**config.mk**
```make
export PLATFORM = sky130hd
export DESIGN_NAME = graphpulse_mem_top
export DESIGN_NICKNAME = d
export VERILOG_FILES = /design/src/common/graphpulse_pkg.sv /design/src/logic/graphpulse_mem_top.sv /design/src/logic/rr_arbiter.sv /design/src/mem_ctrl/edge_mem_ctrl.sv /design/src/mem_ctrl/vertex_mem_ctrl.sv
export SDC_FILE = /design/constraint.sdc
export NUM_CORES = 1
export LEC_CHECK = 0
export BUFFER_PORTS_ARGS = -buffer_cell sky130_fd_sc_hd__buf_2
export CORE_AREA = 2 2 109 111
export DETAILED_ROUTE_END_ITERATION = 10
export DIE_AREA = 0 0 111 113
export GPL_TIMING_DRIVEN = 0
export PLACE_DENSITY = 0.75
export SLEW_MARGIN = 0
export SYNTH_ARGS = -nofsm -noshare
export SYNTH_HDL_FRONTEND = slang
export SYNTH_HIERARCHICAL = 1
export SYNTH_SLANG_ARGS = --single-unit
```
**constraint.sdc**
```tcl
create_clock -name clock -period 2.8 [get_ports clock]
set_input_delay 0.14 -clock clock [delete_from_list [all_inputs] [get_ports clock]]
set_output_delay 0.14 -clock clock [all_outputs]
set_load 0.01 [all_outputs]
```
**src/common/graphpulse_pkg.sv**
```systemverilog
`default_nettype none

package graphpulse_pkg;

    // ----------------------------------------
    // sizes
    // ----------------------------------------

    // processing elements sharing each memory
    localparam int PE_NUM = 4;
    // pe index width, log2 of PE_NUM
    localparam int PE_ID_W = 2;

    // memory bus address width
    localparam int XLEN = 16;

    // narrow addresses as the pes produce them
    localparam int VERTEX_ADDR_W = 8;
    localparam int EDGE_ADDR_W = 14;

    // vertex update value
    localparam int DELTA_W = 16;
    // store data bus
    localparam int MEM_DATA_W = 64;
    // memory response, 0 means stall, else tag
    localparam int MEM_TAG_W = 4;

    // ----------------------------------------
    // bus types
    // ----------------------------------------

    typedef enum logic [1:0] {
        BUS_NONE  = 2'h0,
        BUS_LOAD  = 2'h1,
        BUS_STORE = 2'h2
    } bus_command_t;

    // vertex request from one pe, loads and stores
    typedef struct packed {
        logic                     valid;
        logic                     we;
        logic [VERTEX_ADDR_W-1:0] addr;
        logic [DELTA_W-1:0]       wdata;
    } vertex_req_t;

    // edge request from one pe, loads only
    typedef struct packed {
        logic                   valid;
        logic [EDGE_ADDR_W-1:0] addr;
    } edge_req_t;

    // command towards vertex memory
    typedef struct packed {
        bus_command_t          command;
        logic [XLEN-1:0]       addr;
        logic [MEM_DATA_W-1:0] st_data;
    } vertex_cmd_t;

    // command towards edge memory, no store data
    typedef struct packed {
        bus_command_t    command;
        logic [XLEN-1:0] addr;
    } edge_cmd_t;

endpackage

`default_nettype wire

```
**src/logic/graphpulse_mem_top.sv**
```systemverilog
`timescale 1ns/1ps
`default_nettype none

module graphpulse_mem_top (
    input  wire logic                                                     clock,
    input  wire logic                                                     reset_i,
    // per-pe request ports
    input  wire graphpulse_pkg::vertex_req_t [graphpulse_pkg::PE_NUM-1:0] vertex_req_i,
    input  wire graphpulse_pkg::edge_req_t [graphpulse_pkg::PE_NUM-1:0]   edge_req_i,
    // memory responses, 0 stalls the command
    input  wire logic [graphpulse_pkg::MEM_TAG_W-1:0]                     vertexmem_response_i,
    input  wire logic [graphpulse_pkg::MEM_TAG_W-1:0]                     edgemem_response_i,
    // memory commands
    output graphpulse_pkg::vertex_cmd_t                                   vertexmem_cmd_o,
    output graphpulse_pkg::edge_cmd_t                                     edgemem_cmd_o,
    // one-hot grant pulses back to the pes
    output logic [graphpulse_pkg::PE_NUM-1:0]                             vertex_grant_o,
    output logic [graphpulse_pkg::PE_NUM-1:0]                             edge_grant_o
);

    // ----------------------------------------
    // vertex memory path
    // ----------------------------------------

    // loads and stores of vertex values
    vertex_mem_ctrl i_vertex_mc (
        .clock      (clock),
        .reset_i    (reset_i),
        .req_i      (vertex_req_i),
        .response_i (vertexmem_response_i),
        .cmd_o      (vertexmem_cmd_o),
        .grant_o    (vertex_grant_o)
    );

    // ----------------------------------------
    // edge memory path
    // ----------------------------------------

    // read only edge list fetches
    // independent arbiter, own pointer
    edge_mem_ctrl i_edge_mc (
        .clock      (clock),
        .reset_i    (reset_i),
        .req_i      (edge_req_i),
        .response_i (edgemem_response_i),
        .cmd_o      (edgemem_cmd_o),
        .grant_o    (edge_grant_o)
    );

endmodule

`default_nettype wire

```
**src/logic/rr_arbiter.sv**
```systemverilog
`timescale 1ns/1ps
`default_nettype none

module rr_arbiter (
    input  wire logic                              clock,
    input  wire logic                              reset_i,
    input  wire logic [graphpulse_pkg::PE_NUM-1:0] req_i,
    input  wire logic                              advance_i,
    output logic      [graphpulse_pkg::PE_NUM-1:0] grant_o
);

    import graphpulse_pkg::*;

    // pe with highest priority this cycle
    logic [PE_ID_W-1:0] ptr_q;
    // candidate index while scanning
    logic [PE_ID_W-1:0] cand;
    // index of the chosen pe
    logic [PE_ID_W-1:0] win_idx;
    logic               found;

    // ----------------------------------------
    // priority scan
    // ----------------------------------------

    // walk from ptr_q upward, index wraps at PE_NUM
    always_comb
    begin
        found   = 1'b0;
        win_idx = ptr_q;
        cand    = ptr_q;
        grant_o = '0;
        for (int i = 0; i < PE_NUM; i++)
        begin
            cand = ptr_q + PE_ID_W'(i);
            // first requester after the pointer wins
            if (!found && req_i[cand])
            begin
                found   = 1'b1;
                win_idx = cand;
            end
        end
        if (found)
        begin
            grant_o[win_idx] = 1'b1;
        end
    end

    // ----------------------------------------
    // pointer update
    // ----------------------------------------

    // pe 0 first after reset
    always_ff @(posedge clock)
    begin
        if (reset_i)
        begin
            ptr_q <= '0;
        end
        // winner gets lowest priority next round
        else if (advance_i && found)
        begin
            ptr_q <= win_idx + PE_ID_W'(1);
        end
    end

endmodule

`default_nettype wire

```
**src/mem_ctrl/edge_mem_ctrl.sv**
```systemverilog
`timescale 1ns/1ps
`default_nettype none

module edge_mem_ctrl (
    input  wire logic                                                   clock,
    input  wire logic                                                   reset_i,
    input  wire graphpulse_pkg::edge_req_t [graphpulse_pkg::PE_NUM-1:0] req_i,
    input  wire logic [graphpulse_pkg::MEM_TAG_W-1:0]                   response_i,
    output graphpulse_pkg::edge_cmd_t                                   cmd_o,
    output logic [graphpulse_pkg::PE_NUM-1:0]                           grant_o
);

    import graphpulse_pkg::*;

    // issue register, read only so no data
    bus_command_t      command_q;
    logic [XLEN-1:0]   addr_q;
    logic [PE_NUM-1:0] owner_q;

    logic              accept;
    logic              load_en;
    logic [PE_NUM-1:0] req_valid;
    logic [PE_NUM-1:0] masked_req;
    logic [PE_NUM-1:0] win;
    logic              have_req;
    edge_req_t         sel_req;

    // ----------------------------------------
    // accept and mask
    // ----------------------------------------

    assign accept  = (command_q != BUS_NONE) && (response_i != '0);
    assign load_en = (command_q == BUS_NONE) || accept;
    assign grant_o = accept ? owner_q : '0;

    always_comb
    begin
        for (int i = 0; i < PE_NUM; i++)
        begin
            req_valid[i] = req_i[i].valid;
        end
    end

    // drop the pe being granted right now
    assign masked_req = req_valid & ~grant_o;
    assign have_req   = |masked_req;

    rr_arbiter i_arb (
        .clock     (clock),
        .reset_i   (reset_i),
        .req_i     (masked_req),
        .advance_i (load_en),
        .grant_o   (win)
    );

    always_comb
    begin
        sel_req = '0;
        for (int i = 0; i < PE_NUM; i++)
        begin
            if (win[i])
            begin
                sel_req = req_i[i];
            end
        end
    end

    // ----------------------------------------
    // issue register
    // ----------------------------------------

    // always a load when something is waiting
    always_ff @(posedge clock)
    begin
        if (reset_i)
        begin
            command_q <= BUS_NONE;
        end
        else if (load_en)
        begin
            command_q <= have_req ? BUS_LOAD : BUS_NONE;
        end
    end

    // zero-extend edge address to bus width
    always_ff @(posedge clock)
    begin
        if (load_en && have_req)
        begin
            addr_q  <= {{(XLEN - EDGE_ADDR_W){1'b0}}, sel_req.addr};
            owner_q <= win;
        end
    end

    always_comb
    begin
        cmd_o.command = command_q;
        cmd_o.addr    = addr_q;
    end

endmodule

`default_nettype wire

```
**src/mem_ctrl/vertex_mem_ctrl.sv**
```systemverilog
`timescale 1ns/1ps
`default_nettype none

module vertex_mem_ctrl (
    input  wire logic                                          clock,
    input  wire logic                                          reset_i,
    input  wire graphpulse_pkg::vertex_req_t [graphpulse_pkg::PE_NUM-1:0] req_i,
    input  wire logic [graphpulse_pkg::MEM_TAG_W-1:0]          response_i,
    output graphpulse_pkg::vertex_cmd_t                        cmd_o,
    output logic [graphpulse_pkg::PE_NUM-1:0]                  grant_o
);

    import graphpulse_pkg::*;

    // issue register
    bus_command_t          command_q;
    logic [XLEN-1:0]       addr_q;
    logic [MEM_DATA_W-1:0] data_q;
    // one-hot owner of the issued command
    logic [PE_NUM-1:0]     owner_q;

    logic              accept;
    logic              load_en;
    logic [PE_NUM-1:0] req_valid;
    logic [PE_NUM-1:0] masked_req;
    logic [PE_NUM-1:0] win;
    logic              have_req;
    vertex_req_t       sel_req;

    // ----------------------------------------
    // accept and mask
    // ----------------------------------------

    // nonzero response takes the command
    assign accept  = (command_q != BUS_NONE) && (response_i != '0);
    // register free or emptying this edge
    assign load_en = (command_q == BUS_NONE) || accept;

    // grant pulse on the owner bit only
    assign grant_o = accept ? owner_q : '0;

    always_comb
    begin
        for (int i = 0; i < PE_NUM; i++)
        begin
            req_valid[i] = req_i[i].valid;
        end
    end

    // owner still holds its request during the accept cycle, skip it
    assign masked_req = req_valid & ~grant_o;
    assign have_req   = |masked_req;

    rr_arbiter i_arb (
        .clock     (clock),
        .reset_i   (reset_i),
        .req_i     (masked_req),
        .advance_i (load_en),
        .grant_o   (win)
    );

    // one-hot select of the winning request
    always_comb
    begin
        sel_req = '0;
        for (int i = 0; i < PE_NUM; i++)
        begin
            if (win[i])
            begin
                sel_req = req_i[i];
            end
        end
    end

    // ----------------------------------------
    // issue register
    // ----------------------------------------

    // command kind, cleared by reset
    always_ff @(posedge clock)
    begin
        if (reset_i)
        begin
            command_q <= BUS_NONE;
        end
        else if (load_en)
        begin
            if (have_req)
            begin
                command_q <= sel_req.we ? BUS_STORE : BUS_LOAD;
            end
            else
            begin
                command_q <= BUS_NONE;
            end
        end
    end

    // payload and owner, held under stall
    always_ff @(posedge clock)
    begin
        if (load_en && have_req)
        begin
            addr_q  <= {{(XLEN - VERTEX_ADDR_W){1'b0}}, sel_req.addr};
            data_q  <= {{(MEM_DATA_W - DELTA_W){1'b0}}, sel_req.wdata};
            owner_q <= win;
        end
    end

    always_comb
    begin
        cmd_o.command = command_q;
        cmd_o.addr    = addr_q;
        cmd_o.st_data = data_q;
    end

endmodule

`default_nettype wire
```
**Word-level counts from Yosys, hierarchy flattened**

Index checks and enable logic that the tools add are counted.

- Word-level logic and storage cells: 112
- Bits in registers: 54
- Input bits: 174

- Order comparisons: 12
- $add $sub $neg: 8
- Mux-type cells: 49
- Reductions and logical operators: 30
- Bitwise operators: 4

Operators by type and width:

| kind | count |
|---|---|
| $mux 25 | 4 |
| $mux 14 | 4 |
| $lt 2x3->1 const B | 10 |
| $mux 1 | 19 |
| $bmux 1 s2 | 8 |
| $mux 2 | 8 |
| $mux 4 | 4 |
| $logic_and 1x1->1 | 14 |
| $add 2x1->2 const B | 4 |
| $add 2x2->2 const B | 4 |
| $and 4x4->4 | 2 |
| $not 4->4 | 2 |
| $reduce_bool 4->1 | 2 |
| $reduce_or 4->1 | 2 |
| $logic_not 1->1 | 6 |
| $demux 1 s2 | 2 |
| $ge 2x1->1 const B | 2 |
| $logic_not 2->1 | 2 |
| $reduce_bool 2->1 | 2 |
| $logic_or 1x1->1 | 2 |

**Depth between registers and ports, before layout**

- Depth in word-level cells: 28
- Gate-level depth with buffers: 15
- Gate-level depth less buffers: 12

**By module**

The synthesis kept the hierarchy.

Modules (own cells, without submodules):

| module | area an instance (um2) | times used | cells an instance | seq. area each (um2) |
|---|---|---|---|---|
| vertex_mem_ctrl | 2268.4 | 1 | 232 | 880.8 |
| edge_mem_ctrl | 1117.3 | 1 | 104 | 560.5 |
| rr_arbiter | 284.0 | 2 | 32 | 40.0 |

**Least setup slack after synthesis**

No wires, ideal clock.

- Path type: input port to flip-flop
- From: input vertexmem_response_i[1] in the netlist's numbering
- To: register i_vertex_mc.addr_q[0], data pin
- Stages: 14
- Library setup time: 0.268 ns
- Data required time: 2.532 ns
- Arrival: 2.860 ns
- Setup slack: -0.328 ns
- Path buffers: 4
- Path through: or4_4 > buf_6 > a31oi_4 > nand2b_1 > a21oi_1 > a211oi_2 > ha_1 > nor2b_1 > clkbuf_1 > nor2b_1 > clkbuf_1 > buf_2 > a221oi_1 > o31ai_1

RTL lines:

| item | line | RTL |
|---|---|---|
| from (decl) | graphpulse_mem_top.sv:11 | `input wire logic [graphpulse_pkg::MEM_TAG_W-1:0] vertexmem_response_i,` |
| to (signal assigned) | vertex_mem_ctrl.sv:104 | `addr_q <= {{(XLEN - VERTEX_ADDR_W){1'b0}}, sel_req.addr};` |
| to (decl) | vertex_mem_ctrl.sv:17 | `logic [XLEN-1:0] addr_q;` |

==> results.cfg <==
[timing]
final_min_period_over_clock_period = 1.070
hold_worst_slack_ns = 0.1230
setup_ws_ns = -0.1971
slew_headroom = 0.5417
finalSetupViolations = 26
slew_viol_final = 0
min_period_ns = 2.997
worst_pin_slew_ns = 0.6812
accumulated_negative_setup_slack_ns = -4.139
timing.clock.skew_ns = 0.005278
max_freq_mhz = 333.7
rsz0062_at_grt = true
final_hold_viol_count = 0

[layout]
area_delta_synth_final_pct = 76.68
fillers = 919
drive_above_1_share = 0.6429
antenna-diode-count = 0
layout.nets = 923

[logic_synthesis]
synth_top_flop_cell = sky130_fd_sc_hd__edfxtp_1
number_of_enable_flip_flop_cells_after_synthesis = 46
async_flop_share = 0
summed_instance_area_of_the_synthesized_netlist_um2 = 3954
yosys-top-cells-area = sky130_fd_sc_hd__edfxtp_1 (35%), sky130_fd_sc_hd__buf_4 (11%), sky130_fd_sc_hd__a221oi_1 (8.0%)
synth.top_cell.area_share = 0.3494
synth.yosys.warnings = 6
synth.yosys.seq_area_share = 0.3848
synth.largest_area_cell = sky130_fd_sc_hd__edfxtp_1
ys_seq_elements = 53
post_synth_inst_count = 400
syn_area_per_cell_um2 = 9.884
post_synth_num_cell_types = 42

[power_and_ir_drop]
switching_share = 0.3871
power.density_cell_area_nw_per_um2 = 1028
switching_power_uw = 2779
vdd_ir_drop_max_mv = 0.6561
combinationalPowerShare = 0.675
leakagePower_uw = 0.003366
power_frac_seq = 0.225
clock_power_share = 0.100
power_report.internal_total_uw = 4400

[routing]
route.detailed.drc = 0
first_iter_violations = 195
vias = 4272
detail_route.vias_per_cell = 4.827
route.final.wire_length_um = 14880
route.antenna.remaining_nets = 0
wl_per_cell_um = 16.82
drtPass1Iterations = 4

[worst_hold_path]
hold_crit_path_type = primary input to flip-flop
timing.hold.worst.start = vertex_req_i[101]
whs_path_depth = 3

[setup_path]
reg2reg_setup_slack_ns = -0.20
setup.worst_path.class = flip-flop to flip-flop
cp.arrival_ns = 3.03
timing.critical_path.from_type = flip-flop
cp.required_ns = 2.83
worstSetupStartpoint = i_vertex_mc/command_q[0]$_SDFFE_PP0P_
crit-reg2reg-launch = i_vertex_mc/command_q[0]$_SDFFE_PP0P_
end_kind = flip-flop
timing.reg2reg.worst_path_depth = 15
cp_max_fo = 5

[flow_run]
max_cap_viol_count = 0

[floorplan]
placeableCoreArea_um2 = 11270
design.die.area_um2 = 12540
floorplan.die.height_um = 113
initial_utilization = 0.3508
io_pins = 282
rows = 39
floorplan.die.width_um = 111

[global_routing]
first_pass_grt_wire_length_um = 21510
grt.total_usage = 0.2135
grt_overflow_total = 0
grt_max_degree = 29
number_of_antenna_violations_at_the_first_check_in_global_routing = 0
first_global_vias = 4351

[placed_design]
place_hpwl_um = 11070
place_congestion = 0.9662
detailedPlace.worstSlack_ns = -0.8965
numPortBuffers = 222

[clocking]
cts_root_buffer = sky130_fd_sc_hd__clkbuf_16
clk_pin_slew_ns = 0.07
clk-insertion-delay-late_ns = 0.29
clk_path_buf_depth = 2
post_cts_hold_buffer_count = 0
cts_made_buffers = 5
tritoncts = yes
cts_max_level = 2
clkSinkCount = 53

[run_status]
outcome = finished with violations
violated_checks = negative setup slack
layout make-up:
type	instances	area, µm²	area share
flip-flops and latches	53	1525	0.2183
repair buffers	278	1649	0.2361
plain buffers	85	755.7	0.1082
clock buffers	7	142.6	0.02042
well taps	143	178.9	0.02561
multi-input cells	306	2656	0.3803
inverters	12	47.55	0.006806
clock inverters	1	30.03	0.004299
synth_stat cells (2+ instances only):
library cell,n
sky130_fd_sc_hd__buf_2,4
sky130_fd_sc_hd__a311oi_2,2
sky130_fd_sc_hd__inv_1,11
sky130_fd_sc_hd__nor4_1,2
sky130_fd_sc_hd__a221oi_1,36
sky130_fd_sc_hd__nor2b_2,2
sky130_fd_sc_hd__nand2b_1,5
sky130_fd_sc_hd__clkbuf_1,22
sky130_fd_sc_hd__mux2i_1,2
sky130_fd_sc_hd__dfxtp_1,7
sky130_fd_sc_hd__a21oi_1,12
sky130_fd_sc_hd__a21boi_2,4
sky130_fd_sc_hd__a211oi_2,4
sky130_fd_sc_hd__nor2b_1,46
sky130_fd_sc_hd__and3_1,4
sky130_fd_sc_hd__edfxtp_1,46
sky130_fd_sc_hd__o22a_1,2
sky130_fd_sc_hd__and2_1,4
sky130_fd_sc_hd__o31ai_1,36
sky130_fd_sc_hd__ha_1,8
sky130_fd_sc_hd__o21ai_0,2
sky130_fd_sc_hd__nand2_1,43
sky130_fd_sc_hd__nor4_4,2
sky130_fd_sc_hd__buf_4,59
sky130_fd_sc_hd__a31oi_4,4
sky130_fd_sc_hd__and2b_2,2
sky130_fd_sc_hd__nor2_1,7
sky130_fd_sc_hd__o31ai_2,2
sky130_fd_sc_hd__o22ai_1,4
sky130_fd_sc_hd__nand3b_1,2
sky130_fd_sc_hd__conb_1,2
sky130_fd_sc_hd__a21o_2,2
through the flow:
stage	cells	power, µW	cell area [µm²]	utilization
2_1_floorplan	457	3685	4349	-
3_5_place_dp	823	4710	5658	0.5019
6_report	885	7179	6985	0.6197
5_1_grt	885	7594	6985	0.6197
4_1_cts	859	6117	6324	0.5610
3_3_place_gp	822	4628	5639	0.5003
registers in the layout, summed over array words and instances (netlist names), 2 cells and up:
signal,flops
i_vertex_mc/owner_q,4
i_vertex_mc/command_q,2
i_vertex_mc/addr_q,8
i_edge_mc/i_arb/ptr_q,2
i_edge_mc/owner_q,4
i_vertex_mc/data_q,16
i_edge_mc/addr_q,14
i_vertex_mc/i_arb/ptr_q,2
timing repair:
action / CTS / global route
setup buffers: 27 / 25
pin swaps: 20 / 26
setup endpoints to repair: 40 / 40
cloned: 1 / 3
gates resized for setup: 65 / 98
final timing paths:
path,to
setup / recovery,i_vertex_mc/data_q[2]$_DFFE_PP_
hold / removal,i_vertex_mc/addr_q[7]$_DFFE_PP_
setup reg to reg,i_vertex_mc/data_q[2]$_DFFE_PP_
hold reg to reg,i_vertex_mc/command_q[0]$_SDFFE_PP0P_
per-layer routing:
layer	GRT usage	vias to the layer above	wire, µm
li1	-	2052	-
met1	0.2272	1994	5444
met2	0.4151	206	8139
met3	0.04874	20	1047
met4	0.07000	0	250
met5	0	-	0
worst max-delay path: stages, from the launching register on:
cell and delay [ns]:
sky130_fd_sc_hd__dfxtp_2 0.32, sky130_fd_sc_hd__or2_1 0.23, sky130_fd_sc_hd__buf_6 0.15, sky130_fd_sc_hd__a31oi_4 0.24, sky130_fd_sc_hd__inv_2 0.07, sky130_fd_sc_hd__a311oi_2 0.27
sky130_fd_sc_hd__a211oi_2 0.07, sky130_fd_sc_hd__buf_4 0.17, sky130_fd_sc_hd__ha_2 0.16, sky130_fd_sc_hd__nor2b_4 0.13, sky130_fd_sc_hd__buf_8 0.15, sky130_fd_sc_hd__buf_4 0.13
sky130_fd_sc_hd__buf_6 0.12, sky130_fd_sc_hd__buf_6 0.12, sky130_fd_sc_hd__a221oi_2 0.28, sky130_fd_sc_hd__o31ai_1 0.12
power groups by stage:
| stage | combinational [µW] | sequential, µW | clock [µW] |
|---|---|---|---|
| after floorplan | 1950 | 1740 | 0 |
| after global placement | 3030 | 1600 | 0 |
| after detailed placement | 3100 | 1610 | 0 |
| after CTS | 3770 | 1610 | 739 |
| after global routing | 5170 | 1650 | 774 |
| final | 4850 | 1610 | 720 |
cell families after synthesis:
kind of cell	after synthesis	synth area share
and+or+nand+nor	121	0.1718
DFF	53	0.3848
adders and majority gates	8	0.02532
muxes	2	0.005063
other	2	0.001899
AOI/OAI and AO/OA	116	0.2589
buffers and inverters	98	0.1522
placed cells by master (no fill, tap or decap), types with 5 or more instances in the layout:
cell type                   instances
sky130_fd_sc_hd__buf_2            225
sky130_fd_sc_hd__buf_4            104
sky130_fd_sc_hd__conb_1            59
sky130_fd_sc_hd__edfxtp_1          46
sky130_fd_sc_hd__nand2_1           43
sky130_fd_sc_hd__nor2b_1           39
sky130_fd_sc_hd__o31ai_1           24
sky130_fd_sc_hd__a221oi_2          21
sky130_fd_sc_hd__a221oi_4          14
sky130_fd_sc_hd__o31ai_2           14
sky130_fd_sc_hd__buf_6             10
sky130_fd_sc_hd__a21oi_2            9
sky130_fd_sc_hd__clkbuf_16          8
sky130_fd_sc_hd__buf_8              8
sky130_fd_sc_hd__nor2b_4            7
sky130_fd_sc_hd__inv_1              7
sky130_fd_sc_hd__nor2_1             7
sky130_fd_sc_hd__ha_1               5
sky130_fd_sc_hd__buf_12             5
Power figures use the tool's default switching activity.
